--- src/core_params.svh ---
`ifndef CORE_PARAMS_SVH
`define CORE_PARAMS_SVH

// Data path and register width
`define DATA_W 32
// Word address into the shared memory
`define ADDR_W 10
`define MEM_WORDS 1024
// Register file size
`define REG_CNT 32
// Zero-extended immediate field
`define IMM_W 12

`endif

--- src/regFile.sv ---
`timescale 1ns/1ps
`default_nettype none
`include "core_params.svh"

module regFile (
	input  logic clk,
	input  logic rst,
	input  logic [$clog2(`REG_CNT)-1:0] rs1,
	input  logic [$clog2(`REG_CNT)-1:0] rs2,
	output logic [`DATA_W-1:0] rd1,
	output logic [`DATA_W-1:0] rd2,
	input  logic aluWe,
	input  logic [$clog2(`REG_CNT)-1:0] aluWaddr,
	input  logic [`DATA_W-1:0] aluWdata,
	input  logic memWe,
	input  logic [$clog2(`REG_CNT)-1:0] memWaddr,
	input  logic [`DATA_W-1:0] memWdata
);
	logic [`DATA_W-1:0] regs [`REG_CNT];

	// r0 reads as zero
	assign rd1 = (rs1 == '0) ? '0 : regs[rs1];
	assign rd2 = (rs2 == '0) ? '0 : regs[rs2];

	always_ff @(posedge clk)
	begin
		if (rst)
		begin
			for (int i = 0; i < `REG_CNT; i++)
				regs[i] <= '0;
		end
		// Load return beats the ALU port
		else if (memWe)
		begin
			if (memWaddr != '0)
				regs[memWaddr] <= memWdata;
		end
		else if (aluWe && aluWaddr != '0)
			regs[aluWaddr] <= aluWdata;
	end

endmodule

`default_nettype wire

--- config.mk ---
export PLATFORM = sky130hd
export DESIGN_NAME = regFile
export DESIGN_NICKNAME = d
export VERILOG_FILES = /design/src/regFile.sv
export VERILOG_INCLUDE_DIRS = /design/src /design/src/src
export SDC_FILE = /design/constraint.sdc
export NUM_CORES = 2
export LEC_CHECK = 0
export CORE_ASPECT_RATIO = 2
export CORE_MARGIN = 2
export CORE_UTILIZATION = 65
export DETAILED_ROUTE_END_ITERATION = 10
export DONT_BUFFER_PORTS = 1
export MAX_ROUTING_LAYER = met4
export PLACE_DENSITY = 0.78
export SLEW_MARGIN = 20
export SYNTH_ARGS = -nofsm -noshare
export SYNTH_HDL_FRONTEND = slang
export SYNTH_SLANG_ARGS = --single-unit
--- constraint.sdc ---
create_clock -name clk -period 10.1 [get_ports clk]
set_clock_uncertainty 0.05 [all_clocks]
set_input_delay 1.01 -clock clk [delete_from_list [all_inputs] [get_ports clk]]
set_output_delay 1.01 -clock clk [all_outputs]
set_load 0.02 [all_outputs]
**Word-level counts from Yosys, hierarchy flattened**

Memory sizes are Yosys's and may differ from the RTL's.
Cells that the tools add are included.

- Register bits after elaboration: 0
- RAM bits: 1,024
- Input bits: 88
- Output and inout port bits: 64
- Logic and storage cells: 26
- Memories kept: 1

- Multiplexer cells: 18
- Reduce and logical (&&, ||, !) cells: 7

Memories:

| memory | depth | width | read ports | clocked after Yosys merged registers in | wr ports | RTL line | RTL |
|---|---|---|---|---|---|---|---|
| regs | 32 | 32 | 2 | 0 | 32 | regFile.sv:19 | `` logic [`DATA_W-1:0] regs [`REG_CNT]; `` |

Operator list:

| kind | number |
|---|---|
| 32-bit 2-to-1 mux | 4 |
| 32-bit OR reduction | 2 |
| 1-bit 2-to-1 mux | 12 |
| 5-bit logical NOT | 2 |
| 5-bit 2-to-1 mux | 2 |
| 5-bit nonzero test | 2 |
| 1-bit logical AND | 1 |

**Depth between registers and ports, before layout**

- Depth after elaboration: 8
- Gate-level depth with buffers: 9
- Gate-level depth less buffers: 4

**Worst setup path after synthesis**

Ideal clock, no wire load.

- Path kind: input to register
- Start point: input memWe
- End point: memory regs[16][0] (netlist name) (enable)
- Setup time: 0.470 ns
- Data arrival time: 4.931 ns
- Data required time: 9.580 ns
- Setup slack: 4.649 ns
- Stages on the path: 9
- Buffers on the path: 5
- Cells stage by stage: or3b_1 buf_2 a21o_1 buf_6 o32a_1 buf_2 buf_2 buf_2 o31ai_1

RTL lines:

| item | RTL line | RTL |
|---|---|---|
| start: declaration | regFile.sv:15 | `input logic memWe,` |
| end: declaration | regFile.sv:19 |  |

**Final worst setup path**

- Start point: input rs2[0]
- End point: output rd2[15]

- Longest elaborated chain between the ends: 2
- Elaborated cells between the ends (all ways): 3
- Classes of those cells: mux: 1; reduce/logical: 1; memory: 1

Ends and longest elaborated chain:

| item | RTL line | RTL |
|---|---|---|
| start: declaration | regFile.sv:9 | `` input logic [$clog2(`REG_CNT)-1:0] rs2, `` |
| memory 32 x 32 bit or 5-bit logical NOT (tied branches) | -- |  |
| 32-bit 2-to-1 mux (*) | regFile.sv:23 | `assign rd2 = (rs2 == '0) ? '0 : regs[rs2];` |
| end: declaration | regFile.sv:11 | `` output logic [`DATA_W-1:0] rd2, `` |

Mark *: on every way between the ends. The rest lies on a longest branch, timed or not.

==> results.cfg <==
[clock_network]
cts_resized = 0
max-clock-path-buffers = 3
h-tree-depth = 3
clockRootBuffer = clkbuf_16
ctsHoldBuffers = 0
cts_tree = yes
postCtsSetupRepairBufs = 0
cts_buffers = 85
cts_sinks = 1024
path_clk_slew_ns = 0.07

[global_routing]
grt.overflow.total = 0
grt_pass1_wl_mm = 268.5
antenna_found_initial = 9
grt_pass1_vias = 40580
grt_use_total_pct = 43.56
grt_max_degree = 309

[final_layout]
nets = 3531
top_regs = regs (1024)
drive_above_1_share_pct = 32.76
max_flop_register = regs
seq_area_um2 = 30750
largest_reg_flops = 1024
fillers = 5369
fin_area_um2 = 61160
multi_input_area_um2 = 24430
postLayoutCoreUtil_pct = 70.52
area_growth_pct = 7.858

[floorplanning]
dieArea_um2 = 89750
ioPinCount = 152
num_rows = 153
core_um2 = 86720
initial_utilization_pct = 65.39
fp.dieH_um = 421.7
die_x_um = 212.8

[yosys]
ys.warnings.count = 0
synth_edf_count = 1024
yosysSeqAreaShare_pct = 54.23
async_flop_share_pct = 0
ys_ff_latch = 1024
netlist_area_um2 = 56700
synth-main-ff-cell = edfxtp_1
synth_cells = 3741
syn_area_per_cell_um2 = 15.16
ys_types = 59

[power_and_ir_drop]
ir_worst_vdd_uv = 140.2
p_per_area_nw_per_um2 = 164.3
power_frac_clock_pct = 35.2
p_sw_w = 0.002593
switching_share_pct = 25.80
leakagePower_nw = 17.87
pwr-share-comb_pct = 14.4
pwr-share-seq_pct = 50.4
p_int_w = 0.007457

[critical_path]
start_kind = primary input
cpPeakStageDelay_ns = 1.01
critPathMaxFanout = 308
crit_path_end_kind = output pin
critPathKind = in -> out
critPathSlowestCell = a2111oi_0
critical_path_arrival_ns = 3.99
path_cells = mux4_2 > a22o_1 > a2111oi_0 > nor3_1
required_ns = 9.04
crit_start = rs2[0]

[timing]
fin_ws_ns = 5.054
hold_viol = 0
tightest_slew_ns = 1.365
post-route-period-util_pct = 49.96
setup_violations = 0
fmax_ghz = 0.1982
rsz0062_at_grt = no
period_needed_ns = 5.046
slew_headroom_pct = 6.649
tns_ns = 0
finalMaxSlewViolations = 0

[detailed_routing]
drt-pass1-iter-count = 9
drt-wirelength-per-cell_um = 40.08
vias = 39530
first_iter_violations = 6238
drc = 0
ant_nets = 0
via_per_inst = 8.441
wirelength_mm = 187.7

[job]
drv_cap = 0

[place]
dpl.hpwl_mm = 106.4
routabilityCongestion = 0.8934
dpl_cell_area_um2 = 57650
port-buffer-count = 0
dp_slack_ns = 4.415

[min_path]
hold_depth = 0
min_from = rst
hp-class = in -> reg

[outcome]
status = finished, final reports clean
power groups by stage:
stage | clock network (W) | logic (W) | registers, W
floorplan | 0 | 0.00107 | 0.00509
global placement | 0 | 0.00131 | 0.00511
detailed placement | 0 | 0.00135 | 0.00515
CTS | 0.00352 | 0.00136 | 0.00506
global route | 0.00366 | 0.00146 | 0.00509
finish | 0.00354 | 0.00144 | 0.00507
cell families after synthesis:
group,Yosys count,synth area share [%]
other,1,0.006614
muxes,699,22.92
AOI/OAI and AO/OA,307,4.100
and+or+nand+nor,1163,13.93
DFF,1024,54.23
buffers and inverters,547,4.822
metrics by stage:
| step | total power (W) | std cells | hold slack [ns] |
|---|---|---|---|
| 2_1_floorplan | 0.006161 | 3772 | 1.280 |
| 3_3_place_gp | 0.006418 | 4487 | 1.106 |
| 3_5_place_dp | 0.006506 | 4496 | 1.106 |
| 4_1_cts | 0.009942 | 4650 | 0.3827 |
| 5_1_grt | 0.01021 | 4681 | 0.4017 |
| 6_report | 0.01005 | 4683 | 0.4159 |
cell usage after synthesis, types with 16 or more instances:
cell / number / area share (%)
a2111oi_0: 27 / 0.42
a211oi_1: 35 / 0.46
a22o_1: 48 / 0.74
a22oi_1: 18 / 0.24
buf_1: 24 / 0.16
buf_2: 235 / 2.1
buf_4: 37 / 0.49
buf_6: 33 / 0.66
clkbuf_1: 213 / 1.4
edfxtp_1: 1024 / 54
mux2_2: 32 / 0.64
mux2i_1: 184 / 3.2
mux4_2: 473 / 19
nand2_1: 17 / 0.11
nor2_1: 150 / 0.99
nor2b_1: 16 / 0.18
nor3_1: 571 / 5.0
nor4_1: 86 / 0.95
nor4_2: 275 / 6.1
o221ai_1: 26 / 0.40
o22ai_1: 78 / 0.86
cells in the final DEF, fill, tap and decap left out, types with 26 or more instances in the layout:
cell type,synthesis,final
a2111oi_0,27,26
a211oi_1,35,35
a22o_1,48,48
buf_16,0,27
buf_4,37,91
clkbuf_16,0,90
conb_1,1,32
edfxtp_1,1024,1024
mux2_2,32,32
mux2i_1,184,153
mux2i_4,0,39
mux4_2,473,473
nor2_1,150,147
nor3_1,571,569
nor4_1,86,81
nor4_2,275,280
o22ai_1,78,78
worst max-delay path, delay by kind of cell:
kind	cells	cell delay [ns]
simple gates	1	0.40
compound gates	2	1.33
mux	1	0.77
cell type report:
class                           instances  share of cell area [%]
Clock inverter                         53                   1.025
Sequential cell                      1024                   50.28
Clock buffer                          101                   3.715
Antenna cell                           11                 0.04501
Timing Repair Buffer                  126                   2.586
Multi-Input combinational cell       2201                   39.94
Inverter                                5                 0.03069
Tap cell                             1162                   2.377
routing by layer:
layer,wire length [um],vias up,part of all wire [%],global-route usage (%)
li1,-,14910,-,-
met1,54650,19540,29,49.83
met2,90650,3916,48,66.15
met3,25700,1160,14,10.63
met4,16700,0,8.9,33.12
met5,0,-,0,-
worst paths after layout:
path | slack, ns | end
worst max-delay path | 5.05 | rd2[15]
worst min-delay path | 0.42 | regs[0][14]
Note: power is estimated with default switching activity, not from simulation.
