File: src/core_params.svh
`ifndef CORE_PARAMS_SVH
`define CORE_PARAMS_SVH

// Data path and register width
`define DATA_W 32
// Word address into the shared memory
`define ADDR_W 10
`define MEM_WORDS 1024
// Register file size
`define REG_CNT 32
// Zero-extended immediate field
`define IMM_W 12

`endif

File: src/corePkg.sv
`default_nettype none
`include "core_params.svh"

package corePkg;

	// Function codes of the instruction word
	typedef enum logic [3:0] {
		fADD = 4'd0, fSUB = 4'd1, fMULT = 4'd2, fLOAD = 4'd3, fSTR = 4'd4,
		fAVERAGE = 4'd7, fLDA = 4'd8, fSTR_ONE = 4'd12, fHALT = 4'd15
	} functT;

	// Arithmetic codes line up with their funct codes
	typedef enum logic [3:0] {
		aluAdd = 4'd0, aluSub = 4'd1, aluMult = 4'd2, aluAvg = 4'd7, aluPass
	} aluOpT;

	typedef enum logic [1:0] {wbNone, wbAlu, wbMem} wbSrcT;
	typedef enum logic [1:0] {memNone, memLoad, memStore} memOpT;

	// Fetch sequencer and load/store sequencer states
	typedef enum logic [2:0] {stIdle, stFetch, stWait, stHold, stHalt} fetchStateT;
	typedef enum logic [1:0] {msIdle, msReq, msWait} memStateT;

	// Instruction word, high field first
	typedef struct packed {
		functT funct;
		// Immediate as ALU operand B
		logic opcode;
		logic [4:0] rd;
		logic [4:0] rs1;
		logic [4:0] rs2;
		logic [`IMM_W-1:0] imm;
	} instrT;

	// Decoded control bundle
	typedef struct packed {
		logic aluSrc;
		aluOpT aluOp;
		memOpT memOp;
		wbSrcT wbSrc;
		logic regWrite;
		logic plusOne;
		logic align;
		logic halt;
	} ctrlT;

	// One memory access, shared by all requesters
	typedef struct packed {
		logic we;
		logic [`ADDR_W-1:0] addr;
		logic [`DATA_W-1:0] wdata;
	} memReqT;

endpackage

`default_nettype wire

File: src/controlUnit.sv
`timescale 1ns/1ps
`default_nettype none

module controlUnit (
	input  corePkg::functT funct,
	input  logic opcode,
	output corePkg::ctrlT ctrl
);
	import corePkg::*;

	always_comb
	begin
		// Everything inactive unless the funct says otherwise
		ctrl = '0;
		ctrl.aluOp = aluPass;
		ctrl.plusOne = (funct == fSTR_ONE);
		ctrl.align = (funct == fLDA);
		case (funct)
			// Register ops, operand B chosen by opcode
			fADD, fSUB, fMULT, fAVERAGE:
			begin
				ctrl.aluSrc = opcode;
				// Same encoding on both sides
				ctrl.aluOp = aluOpT'(funct);
				ctrl.wbSrc = wbAlu;
				ctrl.regWrite = 1'b1;
			end
			// Base plus immediate, result comes back from memory
			fLOAD, fLDA:
			begin
				ctrl.aluSrc = 1'b1;
				ctrl.aluOp = aluAdd;
				ctrl.memOp = memLoad;
				ctrl.wbSrc = wbMem;
				ctrl.regWrite = 1'b1;
			end
			// Base plus immediate, data from rd
			fSTR, fSTR_ONE:
			begin
				ctrl.aluSrc = 1'b1;
				ctrl.aluOp = aluAdd;
				ctrl.memOp = memStore;
			end
			fHALT:
				ctrl.halt = 1'b1;
			// Unknown codes run as a no-op
			default:
				ctrl.halt = 1'b0;
		endcase
	end

	// Decode table sanity over every funct
	always_comb
	begin
		assert ((ctrl.memOp == memNone || ctrl.wbSrc != wbAlu) && !(ctrl.halt && ctrl.regWrite))
			else $error("controlUnit: conflicting decode for funct %0d", funct);
	end

endmodule

`default_nettype wire

File: config.mk
export PLATFORM = sky130hd
export DESIGN_NAME = controlUnit
export DESIGN_NICKNAME = d
export VERILOG_FILES = /design/src/corePkg.sv /design/src/controlUnit.sv
export VERILOG_INCLUDE_DIRS = /design/src /design/src/src
export SDC_FILE = /design/constraint.sdc
export NUM_CORES = 1
export LEC_CHECK = 0
export ABC_AREA = 1
export BUFFER_PORTS_ARGS = -buffer_cell sky130_fd_sc_hd__buf_4
export CORE_AREA = 4 4 41 43
export DETAILED_ROUTE_END_ITERATION = 8
export DIE_AREA = 0 0 45 47
export GPL_TIMING_DRIVEN = 0
export PLACE_DENSITY = 0.33
export SYNTH_ARGS = -nofsm -noshare
export SYNTH_HDL_FRONTEND = slang
export SYNTH_SLANG_ARGS = --single-unit
File: constraint.sdc
create_clock -name vclk -period 0.8
set_input_delay 0.16 -clock vclk [all_inputs]
set_output_delay 0.16 -clock vclk [all_outputs]
set_load 0.02 [all_outputs]
Word level (Yosys, flattened, before mapping)
Cells that the tools add are included.

Flip-flop bits (word level): 0. Output and inout port bits: 13. Logic and storage cells: 17.

Equal/unequal tests: 8. Mux-type cells: 4. Reductions and logical operators: 5.

Operators with widths (number): 4-bit equality test, second input constant (3); 5-bit case mux with 2 select lines (1); 4-bit by 2-bit equality test with 1-bit output, second input constant (2); 4-bit by 3-bit equality test with 1-bit output, second input constant (2); 4-bit OR reduction (2); 3-bit case mux with 2 select lines (1); 4-bit by 1-bit equality test with 1-bit output, second input constant (1); 4-bit logical NOT (1); 2-bit case mux with 2 select lines (1); 2-bit OR reduction (2); 1-bit two-way mux (1).

Logic depth before layout (Yosys ltp)
Depth after elaboration: 3. Mapped depth: 6. Depth with buffers taken out: 6.

Worst setup path before layout
Ideal clock, no wire load.

Path type: input port to output port. From: in funct[0]. To: out ctrl[11] (netlist name). Arrival time: 0.842 ns. Data required time: 0.640 ns. Slack: -0.202 ns. Stages: 5. Cell sequence: nand2_1 -> inv_1 -> nand2_2 -> nand2_2 -> nor2_1.

RTL lines: start, declared (RTL line controlUnit.sv:5) `input corePkg::functT funct,`; end, declared (RTL line controlUnit.sv:7) `output corePkg::ctrlT ctrl`.

==> impl_metrics.yaml <==
power_and_ir_drop:
  p_per_area_mw_per_mm2: 589.2
  leakage_uw: 0.0003106
  fin_total_pwr_uw: 373.8
  ir_drop_mv: 0.2674
setup_path:
  path_max_fanout: 4
  critPathMaxStageDelay_ns: 0.16
  arrival_ns: 0.88
  cp-end-kind: "output port"
  cp_slowest_cell: "nor2_4"
  worstPathRequired_ns: 0.64
  criticalPathCategory: "in2out"
  cp_cell_sequence: "buf_12 > nor2_4 > buf_12 > nand2_8 > nand2_4 > nor2_4 > nand2_4 > buf_6"
  critPathLaunchType: "input pin"
layout:
  final_net_count: 59
  layout-drive-gt1-share_pct: 96.15
  clkbuf_count: 0
  syn2layout_area_growth_pct: 356.8
  design.seq.count: 0
  nFillCells: 118
  multi_input_area_sq_um: 301.5
  ff_latch_area_sq_um: 0
  insertedDiodeCount: 0
routing:
  wl_per_cell_um: 10.45
  routed_wirelength_um: 700
  first_pass_iters: 1
  viasPerCell: 3.791
  vias: 254
  first_iter_violations: 0
  drc: 0
  ant_nets: 0
sta:
  finalCriticalPeriod_ns: 1.038
  rsz0062_at_grt: "yes"
  fin_crit_sh_pct: 129.7
  maxSlewViolCount: 0
  hold_viol: 0
  fmax_ghz: 0.9637
  worst_slew_pin_slew_ns: 0.1569
  max_slew_margin_pct: 89.51
  fin_ws_ns: -0.2377
  holdWs_ns: 0.6186
  finalSetupViolations: 13
floorplanning:
  io_pins: 18
  die_h_um: 47
  die_w_um: 45
  die-area_sq_mm: 0.002115
  core_sq_mm: 0.001301
  num_rows: 13
  start_util_pct: 10.67
logic_synthesis:
  yosys.area.top_type_share_pct: 22.52
  synth_compound_area_share_pct: 10.81
  yosys.area.top_type: "nand2_2"
  synth-seq-area-share_pct: 0
  syn_area_per_cell_sq_um: 4.789
  synth-simple-area-share_pct: 72.97
  synthAdderAreaFrac_pct: 0
  synthMuxAreaShare_pct: 0
  yosysUniqueCellTypes: 10
  synth_nets: 34
  syn_inst: 29
  syn-cell-area_sq_um: 138.9
  synth-xor-area-share_pct: 0
  synth_area_leaders: "nand2_2, nand2_1, nor2_1, a21boi_1, inv_1"
  synth_top_family_by_area: "simple AND/OR/NAND/NOR gates"
  yosys_warnings: 0
grt:
  grt_pass1_vias: 248
  antenna_found_initial: 0
  grt_max_degree: 6
  grt_pass1_wl_um: 1131
  track_usage_pct: 6.924
  grt_overflow_total: 0
placed_design:
  gp_congestion: 0.6718
  dpl.hpwl_um: 562.6
  port_buffers: 18
worst_hold_path:
  holdPathEnd: "ctrl[12]"
  holdPathStages: 4
  holdCritStartpoint: "opcode"
  min_path_type: "in2out"
run_status:
  status: "finished, violations left"
  violations: "negative setup slack"
clock_tree:
  holdBufCountCts: 0
job:
  maxCapViolCount: 0
## metal layers
layer / share of wire [%] / track usage, %
met2: 56 / 11.86
met1: 40 / 10.34
met5: 0 / 0
met4: 0 / 0
met3: 4.0 / 0
## how the worst max path moves through the flow
| stage | from | to | depth (start not counted) |
|---|---|---|---|
| 2_1_floorplan | funct[0] | ctrl[11] | 5 |
| 3_3_place_gp | funct[0] | ctrl[12] | 8 |
| 3_5_place_dp | funct[0] | ctrl[12] | 8 |
| 4_1_cts | funct[3] | ctrl[12] | 7 |
| 5_1_grt | funct[2] | ctrl[12] | 8 |
| 6_report | funct[3] | ctrl[12] | 8 |
## power breakdown
group          switching [uW]  internal (uW)
Clock                       0              0
Sequential                  0              0
Combinational             188            186
Total                     188            186
## critical path: cells and delay by family
kind	cells	cell delay, ns
AND/OR/NAND/NOR	5	0.37
buffers and inverters	3	0.35
## through the flow
stage / setup TNS [ns] / setup slack, ns / cells / util (%) / cell area [sq um]
detailed placement: -2.218 / -0.2839 / 62 / 31.63 / 411.6
finish: -2.242 / -0.2377 / 67 / 48.75 / 634.4
CTS: -2.126 / -0.2322 / 66 / 46.15 / 600.6
global placement: -2.139 / -0.2771 / 62 / 31.63 / 411.6
global route: -2.680 / -0.2733 / 67 / 48.75 / 634.4
floorplan: -0.06374 / -0.03184 / 29 / - / 257.7
## kinds of logic after synthesis
logic type,Yosys count
buf+inv,6
simple gates,21
compound gates,2
## final cells by class
type	count	area share, %
repair buffers	23	43.98
well taps	15	2.959
multi-input cells	23	47.53
inverters	6	5.523
## repair_timing
item	in CTS	in global routing
setup buffers	4	1
setup endpoints to repair	13	13
pin swaps	17	6
endpoints found under the hold margin	0	0
gates resized for setup	36	7
## cell usage in the layout (no fill, tap or decap)
master	count
buf_12	4
inv_4	3
buf_8	1
inv_2	2
nor2_4	7
nand2_4	6
buf_6	13
nand3_4	1
nand4_1	1
buf_4	5
a21boi_4	2
inv_6	1
nand2_1	1
nand2_8	4
nor3_2	1
## cells in the mapped netlist
master and n:
nand2_2 5, nand3_1 1, nor2_1 5, nand4_1 1
inv_2 2, inv_1 4, nand2_1 6, a21boi_1 2
nor3_1 1, nor2_2 2
No activity file was read; power rests on OpenSTA's default activity.
