[src/core_params.svh]
`ifndef CORE_PARAMS_SVH
`define CORE_PARAMS_SVH

// Data path and register width
`define DATA_W 32
// Word address into the shared memory
`define ADDR_W 10
`define MEM_WORDS 1024
// Register file size
`define REG_CNT 32
// Zero-extended immediate field
`define IMM_W 12

`endif

[src/corePkg.sv]
`default_nettype none
`include "core_params.svh"

package corePkg;

	// Function codes of the instruction word
	typedef enum logic [3:0] {
		fADD = 4'd0, fSUB = 4'd1, fMULT = 4'd2, fLOAD = 4'd3, fSTR = 4'd4,
		fAVERAGE = 4'd7, fLDA = 4'd8, fSTR_ONE = 4'd12, fHALT = 4'd15
	} functT;

	// Arithmetic codes line up with their funct codes
	typedef enum logic [3:0] {
		aluAdd = 4'd0, aluSub = 4'd1, aluMult = 4'd2, aluAvg = 4'd7, aluPass
	} aluOpT;

	typedef enum logic [1:0] {wbNone, wbAlu, wbMem} wbSrcT;
	typedef enum logic [1:0] {memNone, memLoad, memStore} memOpT;

	// Fetch sequencer and load/store sequencer states
	typedef enum logic [2:0] {stIdle, stFetch, stWait, stHold, stHalt} fetchStateT;
	typedef enum logic [1:0] {msIdle, msReq, msWait} memStateT;

	// Instruction word, high field first
	typedef struct packed {
		functT funct;
		// Immediate as ALU operand B
		logic opcode;
		logic [4:0] rd;
		logic [4:0] rs1;
		logic [4:0] rs2;
		logic [`IMM_W-1:0] imm;
	} instrT;

	// Decoded control bundle
	typedef struct packed {
		logic aluSrc;
		aluOpT aluOp;
		memOpT memOp;
		wbSrcT wbSrc;
		logic regWrite;
		logic plusOne;
		logic align;
		logic halt;
	} ctrlT;

	// One memory access, shared by all requesters
	typedef struct packed {
		logic we;
		logic [`ADDR_W-1:0] addr;
		logic [`DATA_W-1:0] wdata;
	} memReqT;

endpackage

`default_nettype wire

[src/alu.sv]
`timescale 1ns/1ps
`default_nettype none
`include "core_params.svh"

module alu (
	input  corePkg::aluOpT op,
	input  logic [`DATA_W-1:0] a,
	input  logic [`DATA_W-1:0] b,
	output logic [`DATA_W-1:0] y
);
	import corePkg::*;

	logic [15:0] gray;

	// Pixel is 0x00RRGGBB, weights add up to 256
	assign gray = 16'd77 * 16'(a[23:16]) + 16'd150 * 16'(a[15:8]) + 16'd29 * 16'(a[7:0]);

	always_comb
	begin
		case (op)
			aluAdd:
				y = a + b;
			aluSub:
				y = a - b;
			// Low word of the product
			aluMult:
				y = a * b;
			aluAvg:
				y = {{(`DATA_W-8){1'b0}}, gray[15:8]};
			// Pass operand B through
			default:
				y = b;
		endcase
	end

endmodule

`default_nettype wire

[config.mk]
export PLATFORM = sky130hd
export DESIGN_NAME = alu
export DESIGN_NICKNAME = d
export VERILOG_FILES = /design/src/corePkg.sv /design/src/alu.sv
export VERILOG_INCLUDE_DIRS = /design/src /design/src/src
export SDC_FILE = /design/constraint.sdc
export NUM_CORES = 2
export LEC_CHECK = 0
export ABC_CLOCK_PERIOD_IN_PS = 7600
export BUFFER_PORTS_ARGS = -buffer_cell sky130_fd_sc_hd__clkbuf_2
export CORE_MARGIN = 2
export CORE_UTILIZATION = 60
export DETAILED_ROUTE_END_ITERATION = 8
export MAX_ROUTING_LAYER = met4
export PLACE_DENSITY = 0.82
export SKIP_LAST_GASP = 1
export SYNTH_ARGS = -nofsm -noshare
export SYNTH_HDL_FRONTEND = slang
export SYNTH_SLANG_ARGS = --single-unit
export TNS_END_PERCENT = 1
[constraint.sdc]
create_clock -name vclk -period 7.6
set_clock_uncertainty 0.1 [all_clocks]
set_input_delay 0.38 -clock vclk [all_inputs]
set_output_delay 0.38 -clock vclk [all_outputs]
set_load 0.01 [all_outputs]
* Yosys cells after proc, flatten, opt, wreduce, memory -nomap -nowiden *
Cells that the tools add are included.
W data, S select, Z words.

word-level totals
  register bits = 0
  logic and storage cells = 13

cells by class
  add/sub/neg operators = 4
  multiply operators = 4
  equality and inequality tests = 3
  mux-type cells = 1
  reductions and logical operators = 1

operators by type and width
  cell                    count
  $pmux W32 S4            1
  $add A32 B32 Y32        1
  $mul A32 B32 Y32        1
  $sub A32 B32 Y32        1
  $mul A7 B8 Y15 const A  2
  $add A15 B16 Y16        1
  $add A16 B13 Y16        1
  $mul A5 B8 Y13 const A  1
  $eq A4 B1 Y1 const B    1
  $eq A4 B2 Y1 const B    1
  $eq A4 B3 Y1 const B    1
  $logic_not A4 Y1        1

* Longest topological paths before layout *
  depth in word-level cells = 4
  depth in mapped cells = 28
  gate-level depth less buffers = 26

* Least setup slack after synthesis *
OpenSTA, ideal clock, no wires.

  path type = input to output
  start point = in b[6]
  end point = out y[31]
  arrival time = 7090 ps
  path slack = 30 ps
  cell stages on the path = 25
  path buffers = 2
  cell sequence = clkbuf_1 -> clkbuf_1 -> and2_1 -> fa_1 -> fa_1 -> fa_1 -> inv_1 -> fa_1 -> inv_1 -> fa_1 -> inv_1 -> fa_1 -> inv_1 -> fa_1 -> fa_1 -> ha_1 -> a21o_1 -> o41ai_1 -> o21ai_0 -> a21o_1 -> a221o_1 -> a31oi_1 -> o21ai_0 -> xnor2_1 -> o21ai_1

on the way
  word-level cells in the longest chain between the ends = 2
  elaborated cells between the ends (all ways) = 4
  those cells by class = add/sub (2); mul (1); mux (1)

RTL lines
  item                                            line       text
  from (decl)                                     alu.sv:8   input logic [`DATA_W-1:0] b,
  $mul A32 B32 Y32, or another cell as far along  alu.sv:27  y = a * b;
  $pmux W32 S4 (*)                                alu.sv:20  case (op)
  to (decl)                                       alu.sv:9   output logic [`DATA_W-1:0] y

Every way passes the cells marked *; elsewhere a longest branch is shown, timed or not.

* Final worst setup path *
  start point = in b[5]
  end point = out y[31]

The elaborated chain is that of the path after synthesis.

==> impl_metrics.env <==
export IMPL_crit_path_max_incr_delay_ns=0.61
export IMPL_io_buffer_count=100
export IMPL_dr_wl_met2_mm=31.6
export IMPL_highest_signal_layer="met4"
export IMPL_syn_to_final_growth_pct=16.2
export IMPL_cp_top_family="adder cells"
export IMPL_hp_start="b[31]"
export IMPL_n_sequential_cell=0
export IMPL_ant_nets=0
export IMPL_start_util=0.607
export IMPL_path_max_fanout=13
export IMPL_cap_viol_max_count=0
export IMPL_placed_cell_area_mm2=0.0238
export IMPL_coreArea_mm2=0.0354
export IMPL_hpwl_mm=60.3
export IMPL_setup_worst_path_start="b[5]"
export IMPL_rsz0062_at_grt="true"
export IMPL_n_fill_cell=2725
export IMPL_wl_met3_mm=8.03
export IMPL_synth_area_top_cells="fa_1 43%, ha_1 14%, and2_1 8.7%"
export IMPL_worstMarginPinSlew_ns=1.07
export IMPL_drt_pass1_iter_count=7
export IMPL_path_buf_inv=7
export IMPL_die_h_um=193
export IMPL_ys_types=65
export IMPL_grt_pass1_wl_mm=110
export IMPL_drt_initial_drc_count=1650
export IMPL_crit_path_start_kind="input pin"
export IMPL_routed_via_count=18366
export IMPL_worst_endpoint_required_ns=7.12
export IMPL_ff_latch_area_um2=0
export IMPL_min_period_ns=7.80
export IMPL_crit_top_cell="fa_2"
export IMPL_netlist_area_mm2=0.0215
export IMPL_grt_max_degree=24
export IMPL_final_cell_mix="479 x inv_1, 445 x fa_1, 283 x and2_1, 255 x nand2_1, 225 x ha_1"
export IMPL_drive_gt1_frac=0.171
export IMPL_syn_avg_cell_area_um2=8.72
export IMPL_antenna_found_initial=3
export IMPL_ys_warn_count=0
export IMPL_setup_viol=11
export IMPL_preCtsSetupSlack_ns=-0.611
export IMPL_dpl_cell_count=3121
export IMPL_status="complete, but fails checks"
export IMPL_multi_input_area_mm2=0.0198
export IMPL_dieArea_mm2=0.0373
export IMPL_overflow=0
export IMPL_synthCells=2464
export IMPL_layout_commonest_cell="inv_1"
export IMPL_io_pins=100
export IMPL_yosysSeqAreaShare=0
export IMPL_totalWireLength_mm=71.2
export IMPL_rows=69
export IMPL_fin_ws_ns=-0.205
export IMPL_hold_class="in2out"
export IMPL_slew_viol_final=0
export IMPL_critPathKind="in2out"
export IMPL_final_hold_viol_count=0
export IMPL_via_per_inst=5.83
export IMPL_track_usage=0.396
export IMPL_final_net_count=3460
export IMPL_wl_per_cell_um=22.6
export IMPL_synthDominantCellAreaShare=0.432
export IMPL_gp_congestion=1.01
export IMPL_timing_slew_headroom=0.288
export IMPL_fin_cells=3150
export IMPL_postSynthNetCount=3236
export IMPL_timing_final_crit_share=1.03
export IMPL_max_freq_ghz=0.128
export IMPL_crit_arrival_ns=7.32
export IMPL_end_kind="output port"
export IMPL_slowest_stage="fa_2"
export IMPL_drc=0
export IMPL_violations="setup timing"
export IMPL_yosys_area_top_type="fa_1"
export IMPL_die_w_um=193
export IMPL_clkbuf_count=0
export IMPL_whs_ns=1.08
export IMPL_stdcell_area_mm2=0.0250
export IMPL_wl_met1_mm=28.2
export IMPL_grt_pass1_vias=19648
==> through the flow <==
stage	util	TNS [ns]
floorplan	-	0
global placement	0.672	-2.83
detailed placement	0.672	-3.88
CTS	0.685	-1.18
global route	0.706	-4.19
finish	0.706	-1.23
==> final cells by class <==
| cell class | count | area share |
|---|---|---|
| Inverter | 488 | 0.0735 |
| Multi-Input combinational cell | 1854 | 0.792 |
| Antenna cell | 3 | 0.000301 |
| Tap cell | 461 | 0.0231 |
| Timing Repair Buffer | 344 | 0.111 |
==> Yosys cell counts, types with 3 or more instances <==
cell type / number
xor2_1: 53
o41ai_1: 6
fa_1: 464
o221ai_1: 6
nor2_1: 71
nor2b_1: 9
a21oi_1: 67
nand3_1: 15
o31ai_1: 10
clkbuf_1: 117
a222oi_1: 4
o21ai_1: 13
or2_2: 3
xnor2_1: 102
or3_1: 9
a211oi_1: 7
o41a_1: 3
o21a_1: 12
o21ai_0: 50
nor3_1: 13
and3_1: 5
o21bai_1: 11
o31a_1: 5
a31oi_1: 5
nand2b_1: 14
and2_1: 299
nand2_1: 261
nand4_1: 6
inv_1: 487
a21o_1: 32
a22oi_1: 16
o22ai_1: 3
ha_1: 240
nor4_1: 5
==> path summary, 6_finish.rpt <==
path	endpoint	depth (start not counted)
max	y[31]	27
min	y[31]	4
==> kinds of logic (layout without fill, tap and decap cells) <==
group / Yosys count / after routing / synth area share
buf+inv: 610 / 832 / 0.107
mux: 2 / 2 / 0.000932
other cells: 0 / 3 / 0
fa+ha+maj: 704 / 704 / 0.572
simple gates: 719 / 719 / 0.171
xor+xnor: 156 / 156 / 0.0639
compound gates: 273 / 273 / 0.0845
==> per-layer routing <==
metal  vias up  global-route usage
met5         -                   -
met4         0               0.149
met3       188               0.102
met2       945               0.592
met1      9246               0.520
li1       7987                   -
==> repair_timing <==
action | in CTS | in global routing
endpoints found under the setup margin | 13 | 19
resized for setup | 99 | 125
buffers inserted | 5 | 20
pin swaps | 45 | 89
gates cloned | 0 | 2
hold buffers | 0 | 0
Power is left out: the tool's default activity adds up to more than one toggle a clock period on the data nets, which glitch-free logic cannot reach.
