### config.mk
export PLATFORM = sky130hd
export DESIGN_NAME = fetchUnit
export DESIGN_NICKNAME = d
export VERILOG_FILES = /design/src/corePkg.sv /design/src/fetchUnit.sv
export VERILOG_INCLUDE_DIRS = /design/src /design/src/src
export SDC_FILE = /design/constraint.sdc
export NUM_CORES = 1
export LEC_CHECK = 0
export BUFFER_PORTS_ARGS = -buffer_cell sky130_fd_sc_hd__buf_2
export CAP_MARGIN = 20
export CORE_ASPECT_RATIO = 1.1
export CORE_UTILIZATION = 35
export CTS_CLUSTER_SIZE = 14
export DETAILED_ROUTE_END_ITERATION = 12
export PLACE_DENSITY = 0.67
export SLEW_MARGIN = 20
export SYNTH_ARGS = -nofsm -noshare
export SYNTH_HDL_FRONTEND = slang
export SYNTH_SLANG_ARGS = --single-unit
### constraint.sdc
create_clock -name clk -period 4.2 [get_ports clk]
set_input_delay 0 -clock clk [delete_from_list [all_inputs] [get_ports clk]]
set_output_delay 0 -clock clk [all_outputs]
set_load 0.01 [all_outputs]
### src/core_params.svh
`ifndef CORE_PARAMS_SVH
`define CORE_PARAMS_SVH

// Data path and register width
`define DATA_W 32
// Word address into the shared memory
`define ADDR_W 10
`define MEM_WORDS 1024
// Register file size
`define REG_CNT 32
// Zero-extended immediate field
`define IMM_W 12

`endif

### src/corePkg.sv
`default_nettype none
`include "core_params.svh"

package corePkg;

	// Function codes of the instruction word
	typedef enum logic [3:0] {
		fADD = 4'd0, fSUB = 4'd1, fMULT = 4'd2, fLOAD = 4'd3, fSTR = 4'd4,
		fAVERAGE = 4'd7, fLDA = 4'd8, fSTR_ONE = 4'd12, fHALT = 4'd15
	} functT;

	// Arithmetic codes line up with their funct codes
	typedef enum logic [3:0] {
		aluAdd = 4'd0, aluSub = 4'd1, aluMult = 4'd2, aluAvg = 4'd7, aluPass
	} aluOpT;

	typedef enum logic [1:0] {wbNone, wbAlu, wbMem} wbSrcT;
	typedef enum logic [1:0] {memNone, memLoad, memStore} memOpT;

	// Fetch sequencer and load/store sequencer states
	typedef enum logic [2:0] {stIdle, stFetch, stWait, stHold, stHalt} fetchStateT;
	typedef enum logic [1:0] {msIdle, msReq, msWait} memStateT;

	// Instruction word, high field first
	typedef struct packed {
		functT funct;
		// Immediate as ALU operand B
		logic opcode;
		logic [4:0] rd;
		logic [4:0] rs1;
		logic [4:0] rs2;
		logic [`IMM_W-1:0] imm;
	} instrT;

	// Decoded control bundle
	typedef struct packed {
		logic aluSrc;
		aluOpT aluOp;
		memOpT memOp;
		wbSrcT wbSrc;
		logic regWrite;
		logic plusOne;
		logic align;
		logic halt;
	} ctrlT;

	// One memory access, shared by all requesters
	typedef struct packed {
		logic we;
		logic [`ADDR_W-1:0] addr;
		logic [`DATA_W-1:0] wdata;
	} memReqT;

endpackage

`default_nettype wire

### src/fetchUnit.sv
`timescale 1ns/1ps
`default_nettype none
`include "core_params.svh"

module fetchUnit (
	input  logic clk,
	input  logic rst,
	input  logic run,
	output logic req,
	output corePkg::memReqT memReq,
	input  logic grant,
	input  logic rvalid,
	input  logic [`DATA_W-1:0] rdata,
	input  logic done,
	input  logic memBusy,
	output logic issue,
	output corePkg::instrT instr,
	output logic halted
);
	import corePkg::*;

	fetchStateT state;
	logic [`ADDR_W-1:0] pc;
	logic ready;

	// Earlier load or store gone or finishing now
	assign ready = !memBusy || done;
	// Read of the word at pc
	assign req = (state == stFetch);
	assign memReq = '{we: 1'b0, addr: pc, wdata: '0};

	always_ff @(posedge clk)
	begin
		if (rst)
		begin
			state <= stIdle;
			pc <= '0;
			issue <= 1'b0;
			halted <= 1'b0;
		end
		else
		begin
			issue <= 1'b0;
			case (state)
				stIdle:
					if (run)
						state <= stFetch;
				stFetch:
					if (grant)
						state <= stWait;
				stWait:
					if (rvalid)
					begin
						pc <= pc + 1'b1;
						state <= stHold;
					end
				// Word buffered, issue once the memory side is free
				stHold:
					if (issue)
						state <= stFetch;
					else if (ready && instr.funct == fHALT)
					begin
						state <= stHalt;
						halted <= 1'b1;
					end
					else if (ready)
						issue <= 1'b1;
				// Halted until reset
				default:
					state <= state;
			endcase
		end
	end

	// Prefetch buffer, doubles as the issued word
	always_ff @(posedge clk)
	begin
		if (state == stWait && rvalid)
			instr <= instrT'(rdata);
	end

	// Never issue over an outstanding load or store
	assert property (@(posedge clk) disable iff (rst) issue |-> !memBusy)
		else $error("fetchUnit: issue while memory op busy");

endmodule

`default_nettype wire

=== Yosys cells after proc, flatten, opt, wreduce, memory -nomap -nowiden ===
Index checks and enable logic that the tools add are counted.

* Word-level logic and storage cells: 38
* Input port bits: 39
* Register bits after elaboration: 47
* Output and inout port bits: 78

* Equality and inequality tests: 8
* Reduce and logical (&&, ||, !) cells: 10
* Bitwise logic cells: 2
* Muxes and demuxes: 7
* Add/sub/neg operators: 1

{| class="wikitable"
|+ Operator list
! cell !! number
|-
| 2-to-1 mux 3 bit || 5
|-
| one-hot mux 3 bit (4 select lines) || 1
|-
| adder 10 x 1 -> 10 bit, second input constant || 1
|-
| equality test 3 x 2 -> 1 bit, second input constant || 2
|-
| AND reduction 5 bit || 1
|-
| equality test 4 bit, second input constant || 1
|-
| != test 2 bit, second input constant || 2
|-
| nonzero test 4 bit || 1
|-
| OR reduction 4 bit || 1
|-
| equality test 3 x 1 -> 1 bit, second input constant || 1
|-
| zero test 3 bit || 1
|-
| != test 3 bit, second input constant || 1
|-
| AND reduction 3 bit || 1
|-
| logical AND 1 bit || 2
|-
| != test 2 x 1 -> 1 bit, second input constant || 1
|-
| NOT 1 bit || 2
|-
| AND reduction 2 bit || 1
|-
| zero test 1 bit || 1
|-
| logical OR 1 bit || 1
|-
| 2-to-1 mux 1 bit || 1
|}

=== Logic depth before layout (Yosys ltp) ===
* Depth after elaboration: 6
* Depth in mapped cells: 4
* Depth with buffers taken out: 4

=== Worst setup path after synthesis ===
OpenSTA, ideal clock, no wires.

* Path kind: register to register
* Start point: register state[1]
* End point: register instr[0] (netlist bit), enable pin
* Required time: 3.813 ns
* Setup time: 0.387 ns
* Path buffers: 1
* Stages on the path, launching flop included: 4
* Period minus slack after synthesis: 1.766 ns
* Arrival: 1.380 ns
* Setup slack: 2.434 ns
* Cell sequence: dfxtp_1 nand4bb_4 buf_6 inv_1

* Cells in the longest elaborated chain, start to end: 2

{| class="wikitable"
|+ Ends and longest elaborated chain
! element !! line !! RTL
|-
| start: declaration || fetchUnit.sv:22 || <nowiki>fetchStateT state;</nowiki>
|-
| start signal: assignment || fetchUnit.sv:36 || <nowiki>state <= stIdle;</nowiki>
|-
| start signal: assignment || fetchUnit.sv:47 || <nowiki>state <= stFetch;</nowiki>
|-
| start signal: assignment || fetchUnit.sv:50 || <nowiki>state <= stWait;</nowiki>
|-
| equality test 3 x 2 -> 1 bit || fetchUnit.sv:78 || <nowiki>if (state == stWait && rvalid)</nowiki>
|-
| logical AND 1 bit || fetchUnit.sv:78 ||
|-
| end signal: assignment || fetchUnit.sv:79 || <nowiki>instr <= instrT'(rdata);</nowiki>
|-
| end: declaration || fetchUnit.sv:17 || <nowiki>output corePkg::instrT instr,</nowiki>
|}

No other way between the ends.
A chain may end at the register's enable or synchronous reset.

=== Worst setup path after layout ===
* Start point: register state[1]
* End point: register instr[20] (netlist bit), enable pin

Same word-level chain as after synthesis.

==> tab_implementation.tex <==
\begin{tabular}{lr}
\hline
Metric & Value \\
\hline
\multicolumn{2}{l}{\textbf{STA}} \\
\quad Min Clock Period, post-route & 1700 ps \\
\quad Upper clock frequency limit & 0.587 GHz \\
\quad Number of hold violations in the final report & 0 \\
\quad Worst clock skew & 4.35 ps \\
\quad Hold Slack & 89.7 ps \\
\quad Final sum of negative setup slack & 0 ps \\
\quad Worst slew slack as a fraction of its limit & 57.2\% \\
\quad Worst-margin pin slew & 641 ps \\
\quad Share of the clock period used by the worst path after layout & 40.6\% \\
\quad Setup repair after global routing missed its margin & false \\
\quad Finish-stage setup viols & 0 \\
\quad Max-slew violation total from the final report & 0 \\
\multicolumn{2}{l}{\textbf{Die}} \\
\quad Starting Density & 36.5\% \\
\quad DIE WIDTH & 73.5 um \\
\quad IO Pins & 117 \\
\quad Vert. Die Dim & 80.7 um \\
\quad Die footprint & 5940 um\^{}2 \\
\quad Core Footprint & 5400 um\^{}2 \\
\quad Standard-cell row count & 28 \\
\multicolumn{2}{l}{\textbf{GRT}} \\
\quad Global router's overall resource usage & 14.4\% \\
\quad Pin count of the biggest net entering global routing & 33 \\
\quad First-pass GRT wire length & 6410 um \\
\quad Antenna violations before repair & 0 \\
\quad Via count of the first global-routing pass & 1434 \\
\quad GRT Residual Overflow & 0 \\
\multicolumn{2}{l}{\textbf{Clock network}} \\
\quad CTS hold repair buffers & 33 \\
\quad Number of gates resized after cts & 0 \\
\quad Sink Count & 47 \\
\quad CTS clk-pin slew, worst paths & 90 ps \\
\quad Number of H-tree branching levels & 2 \\
\quad Number of CTS-inserted buffers & 5 \\
\quad Worst skew pair latency & 290 ps \\
\quad Clk Tree Root Cell & clkbuf\_8 \\
\quad Setup fix buffers added after clock tree synthesis & 0 \\
\quad Maximum number of buffers from clock root to sink & 2 \\
\quad CTS tree & yes \\
\multicolumn{2}{l}{\textbf{Yosys}} \\
\quad Mean Syn Cell Area & 13.3 um\^{}2 \\
\quad Number of flops mapped to enable cells by yosys & 32 \\
\quad Total of flip-flops plus latches after synthesis & 47 \\
\quad Async set-reset flop share out of synthesis & 0\% \\
\quad Share of the synthesized area in the top cell type & 48.8\% \\
\quad Post-synthesis share of cell area spent on full adders, half adders and majority gates & 0.635\% \\
\quad Commonest cells in the synthesized netlist & buf\_4, edfxtp\_1, dfxtp\_1 \\
\quad Cell with the most instances after synthesis & buf\_4 \\
\quad Post-synthesis instance total & 148 \\
\quad Proportion of synthesized area in mux cells & 3.87\% \\
\quad Biggest area consumer among synthesized cells & edfxtp\_1 \\
\quad Synth Cell Area & 1970 um\^{}2 \\
\quad Dominant combinational cell family by area after synthesis & buffers and inverters \\
\quad Xor-xnor portion of the synthesized cell area & 0.444\% \\
\quad Proportion of synthesized chip area in sequential cells & 64.0\% \\
\quad Leading post-synthesis cells by cell area & edfxtp\_1, dfxtp\_1, buf\_4, mux2\_1, nor2b\_1 \\
\quad Synthesized-area fraction occupied by ao, oa, aoi and oai cells & 4.13\% \\
\quad Synthesized-area fraction occupied by and/or/nand/nor cells & 12.1\% \\
\quad Synth Flop Type & edfxtp\_1 \\
\quad Warnings, synthesis & 0 \\
\quad Synth cell types & 32 \\
\multicolumn{2}{l}{\textbf{Worst setup path}} \\
\quad Data required time at the worst endpoint & 4130 ps \\
\quad Maximum fanout count along the critical path & 32 \\
\quad Crit end category & flop \\
\quad Delay contributed by the slowest stage of the critical path & 570 ps \\
\quad Category of the most critical setup path & reg2reg \\
\quad Cell type of the slowest stage on the worst timing path & inv\_2 \\
\quad Critical Path Start Type & flop \\
\quad Crit path DAT & 1640 ps \\
\quad RR Startpoint & state[1] \\
\quad Critical path launch point & state[1] \\
\quad Cell-by-cell trace of the critical path & nand4bb\_4 > inv\_2 \\
\multicolumn{2}{l}{\textbf{Final layout}} \\
\quad Register area & 1260 um\^{}2 \\
\quad Area of the multi-input gates & 541 um\^{}2 \\
\quad Area grow syn2layout & 40.8\% \\
\quad Number of diodes & 0 \\
\quad Share of cells above drive strength 1 & 35.1\% \\
\quad Finished Layout Cells & 343 \\
\quad Total Nets Final & 307 \\
\quad Count of filler cells inserted in the layout & 440 \\
\multicolumn{2}{l}{\textbf{Placement}} \\
\quad Weighted congestion at the end of routability-driven global placement & 0.715 \\
\quad Total half-perimeter wirelength after legalization and detailed placement & 2440 um \\
\quad Number of port buffers & 83 \\
\quad Cell count after placement & 302 \\
\multicolumn{2}{l}{\textbf{Routing}} \\
\quad Post-route DRC & 0 \\
\quad Final Routed Wirelength & 4060 um \\
\quad Initial detailed-routing violation count & 54 \\
\quad Routed Antenna Nets & 0 \\
\quad Vias & 1430 \\
\quad Average wire length per cell after detail routing & 11.8 um \\
\quad TritonRoute pass-1 iters & 4 \\
\quad Routed via count divided by cell count & 4.17 \\
\multicolumn{2}{l}{\textbf{Power}} \\
\quad VDD IR-drop max & 199 uV \\
\quad Pwr Density & 334 nW/um\^{}2 \\
\quad Leakage power & 1.21 nW \\
\multicolumn{2}{l}{\textbf{Outcome}} \\
\quad Result of the run & complete, no violations \\
\multicolumn{2}{l}{\textbf{Run}} \\
\quad Max capacitance violation total & 0 \\
\multicolumn{2}{l}{\textbf{Min path}} \\
\quad Class of the tightest hold or removal check & in2reg \\
\quad Worst hold start & memBusy \\
\hline
\end{tabular}
[stage by stage]
| step | power (mW) | instance area, um^2 | utilization [%] | worst slack, ps |
|---|---|---|---|---|
| floorplan | 0.576 | 2090 | - | 2430 |
| global placement | 0.580 | 2330 | 43.3 | 2160 |
| detailed placement | 0.582 | 2330 | 43.3 | 2100 |
| CTS | 0.931 | 2780 | 51.4 | 2110 |
| global route | 0.967 | 2780 | 51.4 | 2380 |
| finish | 0.927 | 2780 | 51.4 | 2500 |
[cells by family (layout without fill, tap and decap cells)]
logic type	count (synthesis)	in the layout
flip-flops	47	47
buffers and inverters	42	130
AND/OR/NAND/NOR	36	36
AO/OA/AOI/OAI	13	13
multiplexers	7	7
adder cells (fa/ha/maj)	1	1
other	1	33
XOR/XNOR	1	1
[worst paths after layout]
check / to / slack (ps) / cells past startpoint
setup / recovery: instr[20] / 2500 / 2
hold / removal: issue / 90 / 3
setup reg to reg: instr[20] / 2500 / 2
hold reg to reg: halted / 450 / 2
[layout by cell type, fill, tap and decap left out, types with 4 or more instances in the layout]
cell / instances
edfxtp_1: 32
inv_1: 4
conb_1: 33
clkbuf_8: 5
nor2b_1: 7
nand2_1: 4
a21oi_1: 7
mux2_1: 5
dfxtp_1: 15
nor2_1: 8
dlygate4sd3_1: 33
buf_2: 83
[report_power, final]
part | total (mW) | leakage, nW | switching, mW | internal (mW)
Sequential | 0.510 | 0.411 | 0.00525 | 0.504
Combinational | 0.0871 | 0.747 | 0.0433 | 0.0438
Clock | 0.331 | 0.0562 | 0.153 | 0.178
[worst max-delay path: cells and delay by family (launching register included)]
family,cells,cell delay (ps)
buffers and inverters,1,570
and+or+nand+nor,1,280
DFF,1,490
[layer usage]
| layer | vias up | track usage (%) | wire [um] | share of wire [%] |
|---|---|---|---|---|
| met5 | - | 0 | 0 | 0 |
| met4 | 0 | 4.62 | 29 | 0.71 |
| met3 | 2 | 7.78 | 514 | 13 |
| met2 | 91 | 22.8 | 1840 | 45 |
| met1 | 641 | 16.8 | 1680 | 41 |
| li1 | 696 | - | - | - |
[final cells by class]
cell class / instances / share of cell area (%)
inverter: 6 / 0.812
clock inverter: 3 / 1.53
multi-input combinational: 91 / 19.5
clock buffer: 5 / 2.48
timing repair buffer: 116 / 26.9
sequential: 47 / 45.4
tap: 75 / 3.38
[state kept, by name, summed over array words and instances (netlist names)]
signal  count
instr      32
pc         10
state       3
halted      1
issue       1
(Power assumes the default switching activity.)
