--- src/core_params.svh ---
`ifndef CORE_PARAMS_SVH
`define CORE_PARAMS_SVH

// Data path and register width
`define DATA_W 32
// Word address into the shared memory
`define ADDR_W 10
`define MEM_WORDS 1024
// Register file size
`define REG_CNT 32
// Zero-extended immediate field
`define IMM_W 12

`endif

--- src/corePkg.sv ---
`default_nettype none
`include "core_params.svh"

package corePkg;

	// Function codes of the instruction word
	typedef enum logic [3:0] {
		fADD = 4'd0, fSUB = 4'd1, fMULT = 4'd2, fLOAD = 4'd3, fSTR = 4'd4,
		fAVERAGE = 4'd7, fLDA = 4'd8, fSTR_ONE = 4'd12, fHALT = 4'd15
	} functT;

	// Arithmetic codes line up with their funct codes
	typedef enum logic [3:0] {
		aluAdd = 4'd0, aluSub = 4'd1, aluMult = 4'd2, aluAvg = 4'd7, aluPass
	} aluOpT;

	typedef enum logic [1:0] {wbNone, wbAlu, wbMem} wbSrcT;
	typedef enum logic [1:0] {memNone, memLoad, memStore} memOpT;

	// Fetch sequencer and load/store sequencer states
	typedef enum logic [2:0] {stIdle, stFetch, stWait, stHold, stHalt} fetchStateT;
	typedef enum logic [1:0] {msIdle, msReq, msWait} memStateT;

	// Instruction word, high field first
	typedef struct packed {
		functT funct;
		// Immediate as ALU operand B
		logic opcode;
		logic [4:0] rd;
		logic [4:0] rs1;
		logic [4:0] rs2;
		logic [`IMM_W-1:0] imm;
	} instrT;

	// Decoded control bundle
	typedef struct packed {
		logic aluSrc;
		aluOpT aluOp;
		memOpT memOp;
		wbSrcT wbSrc;
		logic regWrite;
		logic plusOne;
		logic align;
		logic halt;
	} ctrlT;

	// One memory access, shared by all requesters
	typedef struct packed {
		logic we;
		logic [`ADDR_W-1:0] addr;
		logic [`DATA_W-1:0] wdata;
	} memReqT;

endpackage

`default_nettype wire

--- src/memArbiter.sv ---
`timescale 1ns/1ps
`default_nettype none

module memArbiter (
	input  logic clk,
	input  logic rst,
	input  logic hostReq,
	input  corePkg::memReqT hostMem,
	input  logic lsReq,
	input  corePkg::memReqT lsMem,
	input  logic fetchReq,
	input  corePkg::memReqT fetchMem,
	output logic hostGrant,
	output logic lsGrant,
	output logic fetchGrant,
	output logic hostRvalid,
	output logic lsRvalid,
	output logic fetchRvalid,
	output corePkg::memReqT ramReq,
	output logic ramEn
);
	// One-hot owner of the read in flight
	logic [2:0] readOwner;

	// Host first, then load/store, fetch last
	assign hostGrant = hostReq;
	assign lsGrant = lsReq && !hostReq;
	assign fetchGrant = fetchReq && !hostReq && !lsReq;
	assign ramEn = hostReq || lsReq || fetchReq;

	always_comb
	begin
		if (hostGrant)
			ramReq = hostMem;
		else if (lsGrant)
			ramReq = lsMem;
		else
			ramReq = fetchMem;
	end

	// Writes return nothing
	always_ff @(posedge clk)
	begin
		if (rst)
			readOwner <= '0;
		else
			readOwner <= {hostGrant, lsGrant, fetchGrant} & {3{!ramReq.we}};
	end

	assign {hostRvalid, lsRvalid, fetchRvalid} = readOwner;

	assert property (@(posedge clk) disable iff (rst) $onehot0({hostGrant, lsGrant, fetchGrant}))
		else $error("memArbiter: multiple grants");

endmodule

`default_nettype wire

--- config.mk ---
export PLATFORM = sky130hd
export DESIGN_NAME = memArbiter
export DESIGN_NICKNAME = d
export VERILOG_FILES = /design/src/corePkg.sv /design/src/memArbiter.sv
export VERILOG_INCLUDE_DIRS = /design/src /design/src/src
export SDC_FILE = /design/constraint.sdc
export NUM_CORES = 1
export LEC_CHECK = 0
export BUFFER_PORTS_ARGS = -buffer_cell sky130_fd_sc_hd__buf_2
export CAP_MARGIN = 20
export CORE_AREA = 5 5 68 70
export DETAILED_ROUTE_END_ITERATION = 7
export DIE_AREA = 0 0 73 75
export PLACE_DENSITY = 0.8
export RECOVER_POWER = 100
export SLEW_MARGIN = 0
export SYNTH_ARGS = -nofsm -noshare
export SYNTH_HDL_FRONTEND = slang
export SYNTH_SLANG_ARGS = --single-unit
--- constraint.sdc ---
create_clock -name clk -period 1.6 [get_ports clk]
set_clock_uncertainty 0.1 [all_clocks]
set_input_delay 0.32 -clock clk [delete_from_list [all_inputs] [get_ports clk]]
set_output_delay 0.32 -clock clk [all_outputs]
set_load 0.02 [all_outputs]
# Word level (Yosys, flattened, before mapping)
# Index checks and enable logic that the tools add are counted.
[totals]
output_inout_bits = 50
in_bits = 134
regBits = 3
word_cells = 12
[classes]
n_reduce_logical = 8
n_mux = 2
n_bitwise = 1
[ops]
columns = ["op", "n"]
rows = [
  ["$mux 43", 2],
  ["$and 3x3->3", 1],
  ["$logic_and 1x1->1", 3],
  ["$logic_not 1->1", 3],
  ["$logic_or 1x1->1", 2],
]

# Logic depth before layout (Yosys ltp)
# Gate-level depths: netlist (run 1).
[logic_depth]
ltp_word = 6
ltp_mapped = 5

# Worst setup path before layout (run 1)
# Ideal clock, no wire load.
[synth_path]
path_type = "input to output"
startpoint = "input port lsReq"
endpoint = "output port ramReq[10] (netlist bit)"
slack_ns = -0.003
arrival_ns = 1.183
cell_stages = 4
n_path_buf = 2
path_cell_list = "buf_6 -> buf_6 -> mux2i_1 -> o21ai_0"
[synth_rtl]
columns = ["item", "line_no", "rtl"]
rows = [
  ["start: declaration", "memArbiter.sv:9", "input logic lsReq,"],
  ["end: declaration", "memArbiter.sv:19", "output corePkg::memReqT ramReq,"],
]

==> out/metrics.cfg, run 1 <==
[logic_synthesis]
synth_top_area_share_pct=41.0
netlist_top_cells_count=mux2i_1, nand2_1, o21ai_0
synth_seq_cells=3
syn-num-nets=287
synthArstFlopShare_pct=0
synth_area_sq_um=1030
synth.largest_area_cell=mux2i_1
ys_top_cells_by_area=mux2i_1, o21ai_0, nand2_1, dfxtp_1, buf_6
yosysUniqueCellTypes=14
synth_cells=153
synth-main-ff-cell=dfxtp_1
yosysWarnings=0
synth_edf_count=0
ys_seq_area_share_pct=5.85
avgSynthCellArea_sq_um=6.71

[setup_path]
crit_required_ns=1.18
cp-end-kind=output pin
cp.arrival_ns=1.13
path_class=in2out
cp_max_fo=3
cp-start-kind=input port

[final_layout]
drive_gt1_share_pct=58.8
top_register=readOwner
fin_cells=380
largest_reg_flops=3
nets=465
final_area_sq_um=2040
area_growth_pct=98.7
reg.largest.list=readOwner: 3 flops
antenna_cells=0

[cts]
tritoncts=yes
hold_buffers=0
path_clk_slew_ns=0.03
cts_sinks=3
numCtsBuffers=3
cts-root-buf=clkbuf_8
clk_path_buf_depth=2
postCtsSetupBuffers=0
htreeDepth=1

[floorplan]
row_count=23
initial_utilization_pct=26.2
die_area_sq_um=5480
ios=184
core_area_sq_um=3910
die_h_um=75
die_x_um=73

[placement]
place_inst=376
port_buffers=183
gp_congestion=0.809
hpwl_um=4330
placed_cell_area_sq_um=1980

[run_status]
status=complete, no violations

[min_path]
hold_path_class=in2reg

[job]
drv_cap=0

[timing]
fin_crit_sh_pct=97.0
fmax_mhz=644
tns_ns=0
hold_viol=0
relSlewSlack_pct=85.4
worst_pin_slew_ns=0.219
whs_ns=0.188
min_period_ns=1.55
rsz0062_at_grt=no
drv_slew=0
setup-violations-final=0

[routing]
postRouteAntennaNets=0
routed_wl_um=4960
drc=0
first_iter_violations=28
wire_per_inst_um=13.0
vias=1748
routed_via_density=4.60
dr.pass1.iters=4

[power_and_ir_drop]
peakVddDrop_uv=193
powerDensity_nw_per_um2=457
leakage_nw=1.25

[global_route]
grt_max_degree=52
track_usage_pct=16.0
grt_pass1_vias=1796
antenna_found_initial=0
grt_pass1_wl_um=7130
grt-ovfl-total=0

## path summary, 6_finish.rpt
kind / cells after the start / start / slack, ns / end
max: 4 / lsReq / 0.05 / ramReq[42]
min: 2 / fetchMem[42] / 0.19 / readOwner[0]
## layer usage
layer	share of wire, %	global-route usage (%)
met1	32	14.5
met2	54	33.3
met3	13	4.14
met4	1.3	6.15
met5	0	0
## metrics by stage
stage | power, mW | util, % | worst slack [ns]
CTS | 0.939 | 51.8 | 0.0140
floorplan | 0.425 | - | 0.0687
finish | 0.931 | 52.1 | 0.0482
detailed placement | 0.710 | 50.5 | -0.0331
global route | 1.00 | 52.1 | 0.000760
global placement | 0.698 | 50.5 | -0.0299
## report_power, final
part	total, mW	leakage, nW	switching, mW	internal [mW]
clock	0.221	0.0228	0.0509	0.170
sequential	0.0778	0.0244	0.000327	0.0774
combinational	0.633	1.20	0.336	0.296
## cell families after synthesis
logic type / share of synthesized area (%)
mux: 43.5
compound gates: 20.5
simple gates: 19.5
buf+inv: 10.6
flops: 5.85
## cell usage in the layout (no fill, tap or decap), drive strengths merged
cell      n
o21ai    42
nor2b     1
nand2    42
dfxtp     3
buf     189
or3       1
mux2      2
mux2i    42
nor3b     4
clkbuf    4
## timing repair
item / 4_1_cts / 5_1_grt
gates resized for setup: 1 / 4
gates cloned: 0 / 0
setup endpoints to repair: 3 / 9
## layout make-up
class	count	area [sq um]
Multi-Input combinational cell	134	857
Fill cell	387	1880
Sequential cell	3	60.1
Timing Repair Buffer	189	1010
Tap cell	50	62.6
Clock buffer	4	45.0
## critical path: stages
cell and delay (ns):
buf_6 0.11, mux2_4 0.29, mux2_2 0.25, buf_4 0.16
Note: power is estimated with default switching activity, not from simulation.
==> inputs of run 2 (changes only) <==
--- a/config.mk
+++ b/config.mk
@@ -8,9 +8,10 @@
 export LEC_CHECK = 0
 export BUFFER_PORTS_ARGS = -buffer_cell sky130_fd_sc_hd__buf_2
 export CAP_MARGIN = 20
-export CORE_AREA = 5 5 68 70
+export CORE_AREA = 5 5 71 67
+export CTS_CLUSTER_DIAMETER = 60
 export DETAILED_ROUTE_END_ITERATION = 7
-export DIE_AREA = 0 0 73 75
+export DIE_AREA = 0 0 76 72
 export PLACE_DENSITY = 0.8
 export RECOVER_POWER = 100
 export SLEW_MARGIN = 0
==> run 2 against run 1 <==
Against the previous run: setup slack worse by 0.013 ns; worst hold slack worse by 0.0063 ns; via count is 2.6% lower; clock power is 2% lower; first-iteration DRC count is 25% lower; maximum frequency is 0.82% lower; total power hardly changed; cell count is 0.26% lower; die area hardly changed; critical endpoint unchanged; largest cell class unchanged; largest power group unchanged.
==> out/metrics.cfg, run 2 (synthesized netlist as in run 1, its figures left out) <==
[timing]
min_period_ns=1.56  ; was 1.55 ns
worst_slack_ns=0.0353  ; was 0.0482 ns
fin_crit_sh_pct=97.8  ; was 97.0%
fmax_mhz=639  ; was 644 MHz
whs_ns=0.182  ; was 0.188 ns
relSlewSlack_pct=82.3  ; was 85.4%
rsz0062_at_grt=no  ; unchanged
worst_pin_slew_ns=0.265  ; was 0.219 ns
setup-violations-final=0  ; unchanged
drv_slew=0  ; unchanged
hold_viol=0  ; unchanged
tns_ns=0  ; unchanged

[final_layout]
final_common_cell=buf_2  ; unchanged
nets=466  ; was 465
top_register=readOwner  ; unchanged
antenna_cells=0  ; unchanged
final_cell_mix=buf_2, mux2i_1, nand2_1, clkbuf_2, o21ai_1  ; was buf_2, mux2i_1, nand2_1, o21ai_1
fin_util_pct=52.4  ; was 52.1%
fill_cells=382  ; was 387
fin_cells=379  ; was 380
area_growth_pct=101  ; was 98.7%
largest_reg_flops=3  ; unchanged
final_area_sq_um=2060  ; was 2040 sq um
reg.largest.list=readOwner: 3 flops  ; unchanged
drive_gt1_share_pct=57.4  ; was 58.8%

[routing]
vias=1703  ; was 1748
drc=0  ; unchanged
wire_per_inst_um=12.6  ; was 13.0 um
first_iter_violations=21  ; was 28
dr.pass1.iters=4  ; unchanged
postRouteAntennaNets=0  ; unchanged
routed_wl_um=4780  ; was 4960 um
routed_via_density=4.49  ; was 4.60

[power_and_ir_drop]
pwr-share-clk_pct=23.2  ; was 23.7%
leakage_nw=1.25  ; about the same
internal-power_mw=0.548  ; was 0.544 mW
p_comb_share_pct=68.5  ; was 67.9%
power_frac_seq_pct=8.4  ; was 8.3%
netSwitchingFraction_pct=41.3  ; was 41.6%
peakVddDrop_uv=172  ; was 193 uV
p_switching_mw=0.385  ; was 0.388 mW
power_mw=0.932  ; was 0.931 mW
powerDensity_nw_per_um2=452  ; was 457 nW/um^2

[run_status]
status=complete, no violations  ; unchanged

[placement]
port_buffers=183  ; unchanged
place_inst=374  ; was 376
gp_congestion=0.829  ; was 0.809
placed_cell_area_sq_um=1980  ; about the same
hpwl_um=4090  ; was 4330 um
pre_cts_slack_ns=-0.0925  ; was -0.0331 ns

[setup_path]
cp-start-kind=input port  ; unchanged
cp-end-kind=output pin  ; unchanged
cp_cell_sequence=buf_12 -> mux2_4 -> mux2_2 -> clkbuf_2  ; was buf_6 -> mux2_4 -> mux2_2 -> buf_4
cpPeakStageDelay_ns=0.29  ; about the same
cp_max_fo=9  ; was 3
cp.arrival_ns=1.14  ; was 1.13 ns
path_class=in2out  ; unchanged
cp_slowest_cell=mux2_4  ; unchanged
crit_required_ns=1.18  ; about the same

[global_route]
grt_pass1_vias=1720  ; was 1796
grt_pass1_wl_um=7180  ; was 7130 um
grt-ovfl-total=0  ; unchanged
track_usage_pct=14.9  ; was 16.0%
grt_max_degree=40  ; was 52
antenna_found_initial=0  ; unchanged

[min_path]
hold_path_class=in2reg  ; unchanged
whs_path_depth=2  ; unchanged

[cts]
cts-root-buf=clkbuf_8  ; unchanged
numCtsBuffers=3  ; unchanged
hold_buffers=0  ; unchanged
tritoncts=yes  ; unchanged
postCtsSetupBuffers=0  ; unchanged
path_clk_slew_ns=0.03  ; about the same
htreeDepth=1  ; unchanged
cts_sinks=3  ; unchanged
clk_path_buf_depth=2  ; unchanged

[floorplan]
initial_utilization_pct=26.1  ; was 26.2%
die_area_sq_um=5470  ; was 5480 sq um
die_h_um=72  ; was 75 um
row_count=22  ; was 23
core_area_sq_um=3940  ; was 3910 sq um
ios=184  ; unchanged
die_x_um=76  ; was 73 um

[job]
drv_cap=0  ; unchanged

## run 2: changes by cell type in the layout (fill, tap and decap cells not counted), sizes merged
| cell | change |
|---|---|
| buf | -47 |
| clkbuf | +48 |
## run 2: metal layers
layer	vias up	track usage [%]	share of wire, %
met1	721	15.1	37
met2	87	31.9	54
li1	895	-	-
met5	-	0	0
met4	0	0.593	0
met3	0	3.47	9.1
## run 2: power groups by stage
stage | Clock, mW | Sequential, mW | Combinational, mW
2_1_floorplan | 0 | 0.0817 | 0.343
3_3_place_gp | 0 | 0.0788 | 0.615
3_5_place_dp | 0 | 0.0790 | 0.627
4_1_cts | 0.219 | 0.0780 | 0.632
5_1_grt | 0.227 | 0.0782 | 0.693
6_report | 0.216 | 0.0780 | 0.638
## run 2: layout make-up
class | count | area, sq um | area share (%)
timing repair buffer | 190 | 1040 | 50.5
multi-input combinational | 134 | 857 | 41.5
sequential | 3 | 60.1 | 2.91
tap | 48 | 60.1 | 2.91
clock buffer | 4 | 45.0 | 2.18
## run 2: path summary, 6_finish.rpt
kind / to / slack, ns / startpoint
worst max-delay path: ramReq[42] / 0.04 / lsReq
worst min-delay path: readOwner[2] / 0.18 / hostMem[42]
## run 2: critical path: cells and delay by family
kind,cells,cell delay [ns]
mux,2,0.55
buf+inv,2,0.28
## run 2: repair_timing
item / CTS / global route
setup endpoints to repair: 42 / 23
cloned: 0 / 1
endpoints found under the hold margin: 0 / 0
resized for setup: 2 / 4
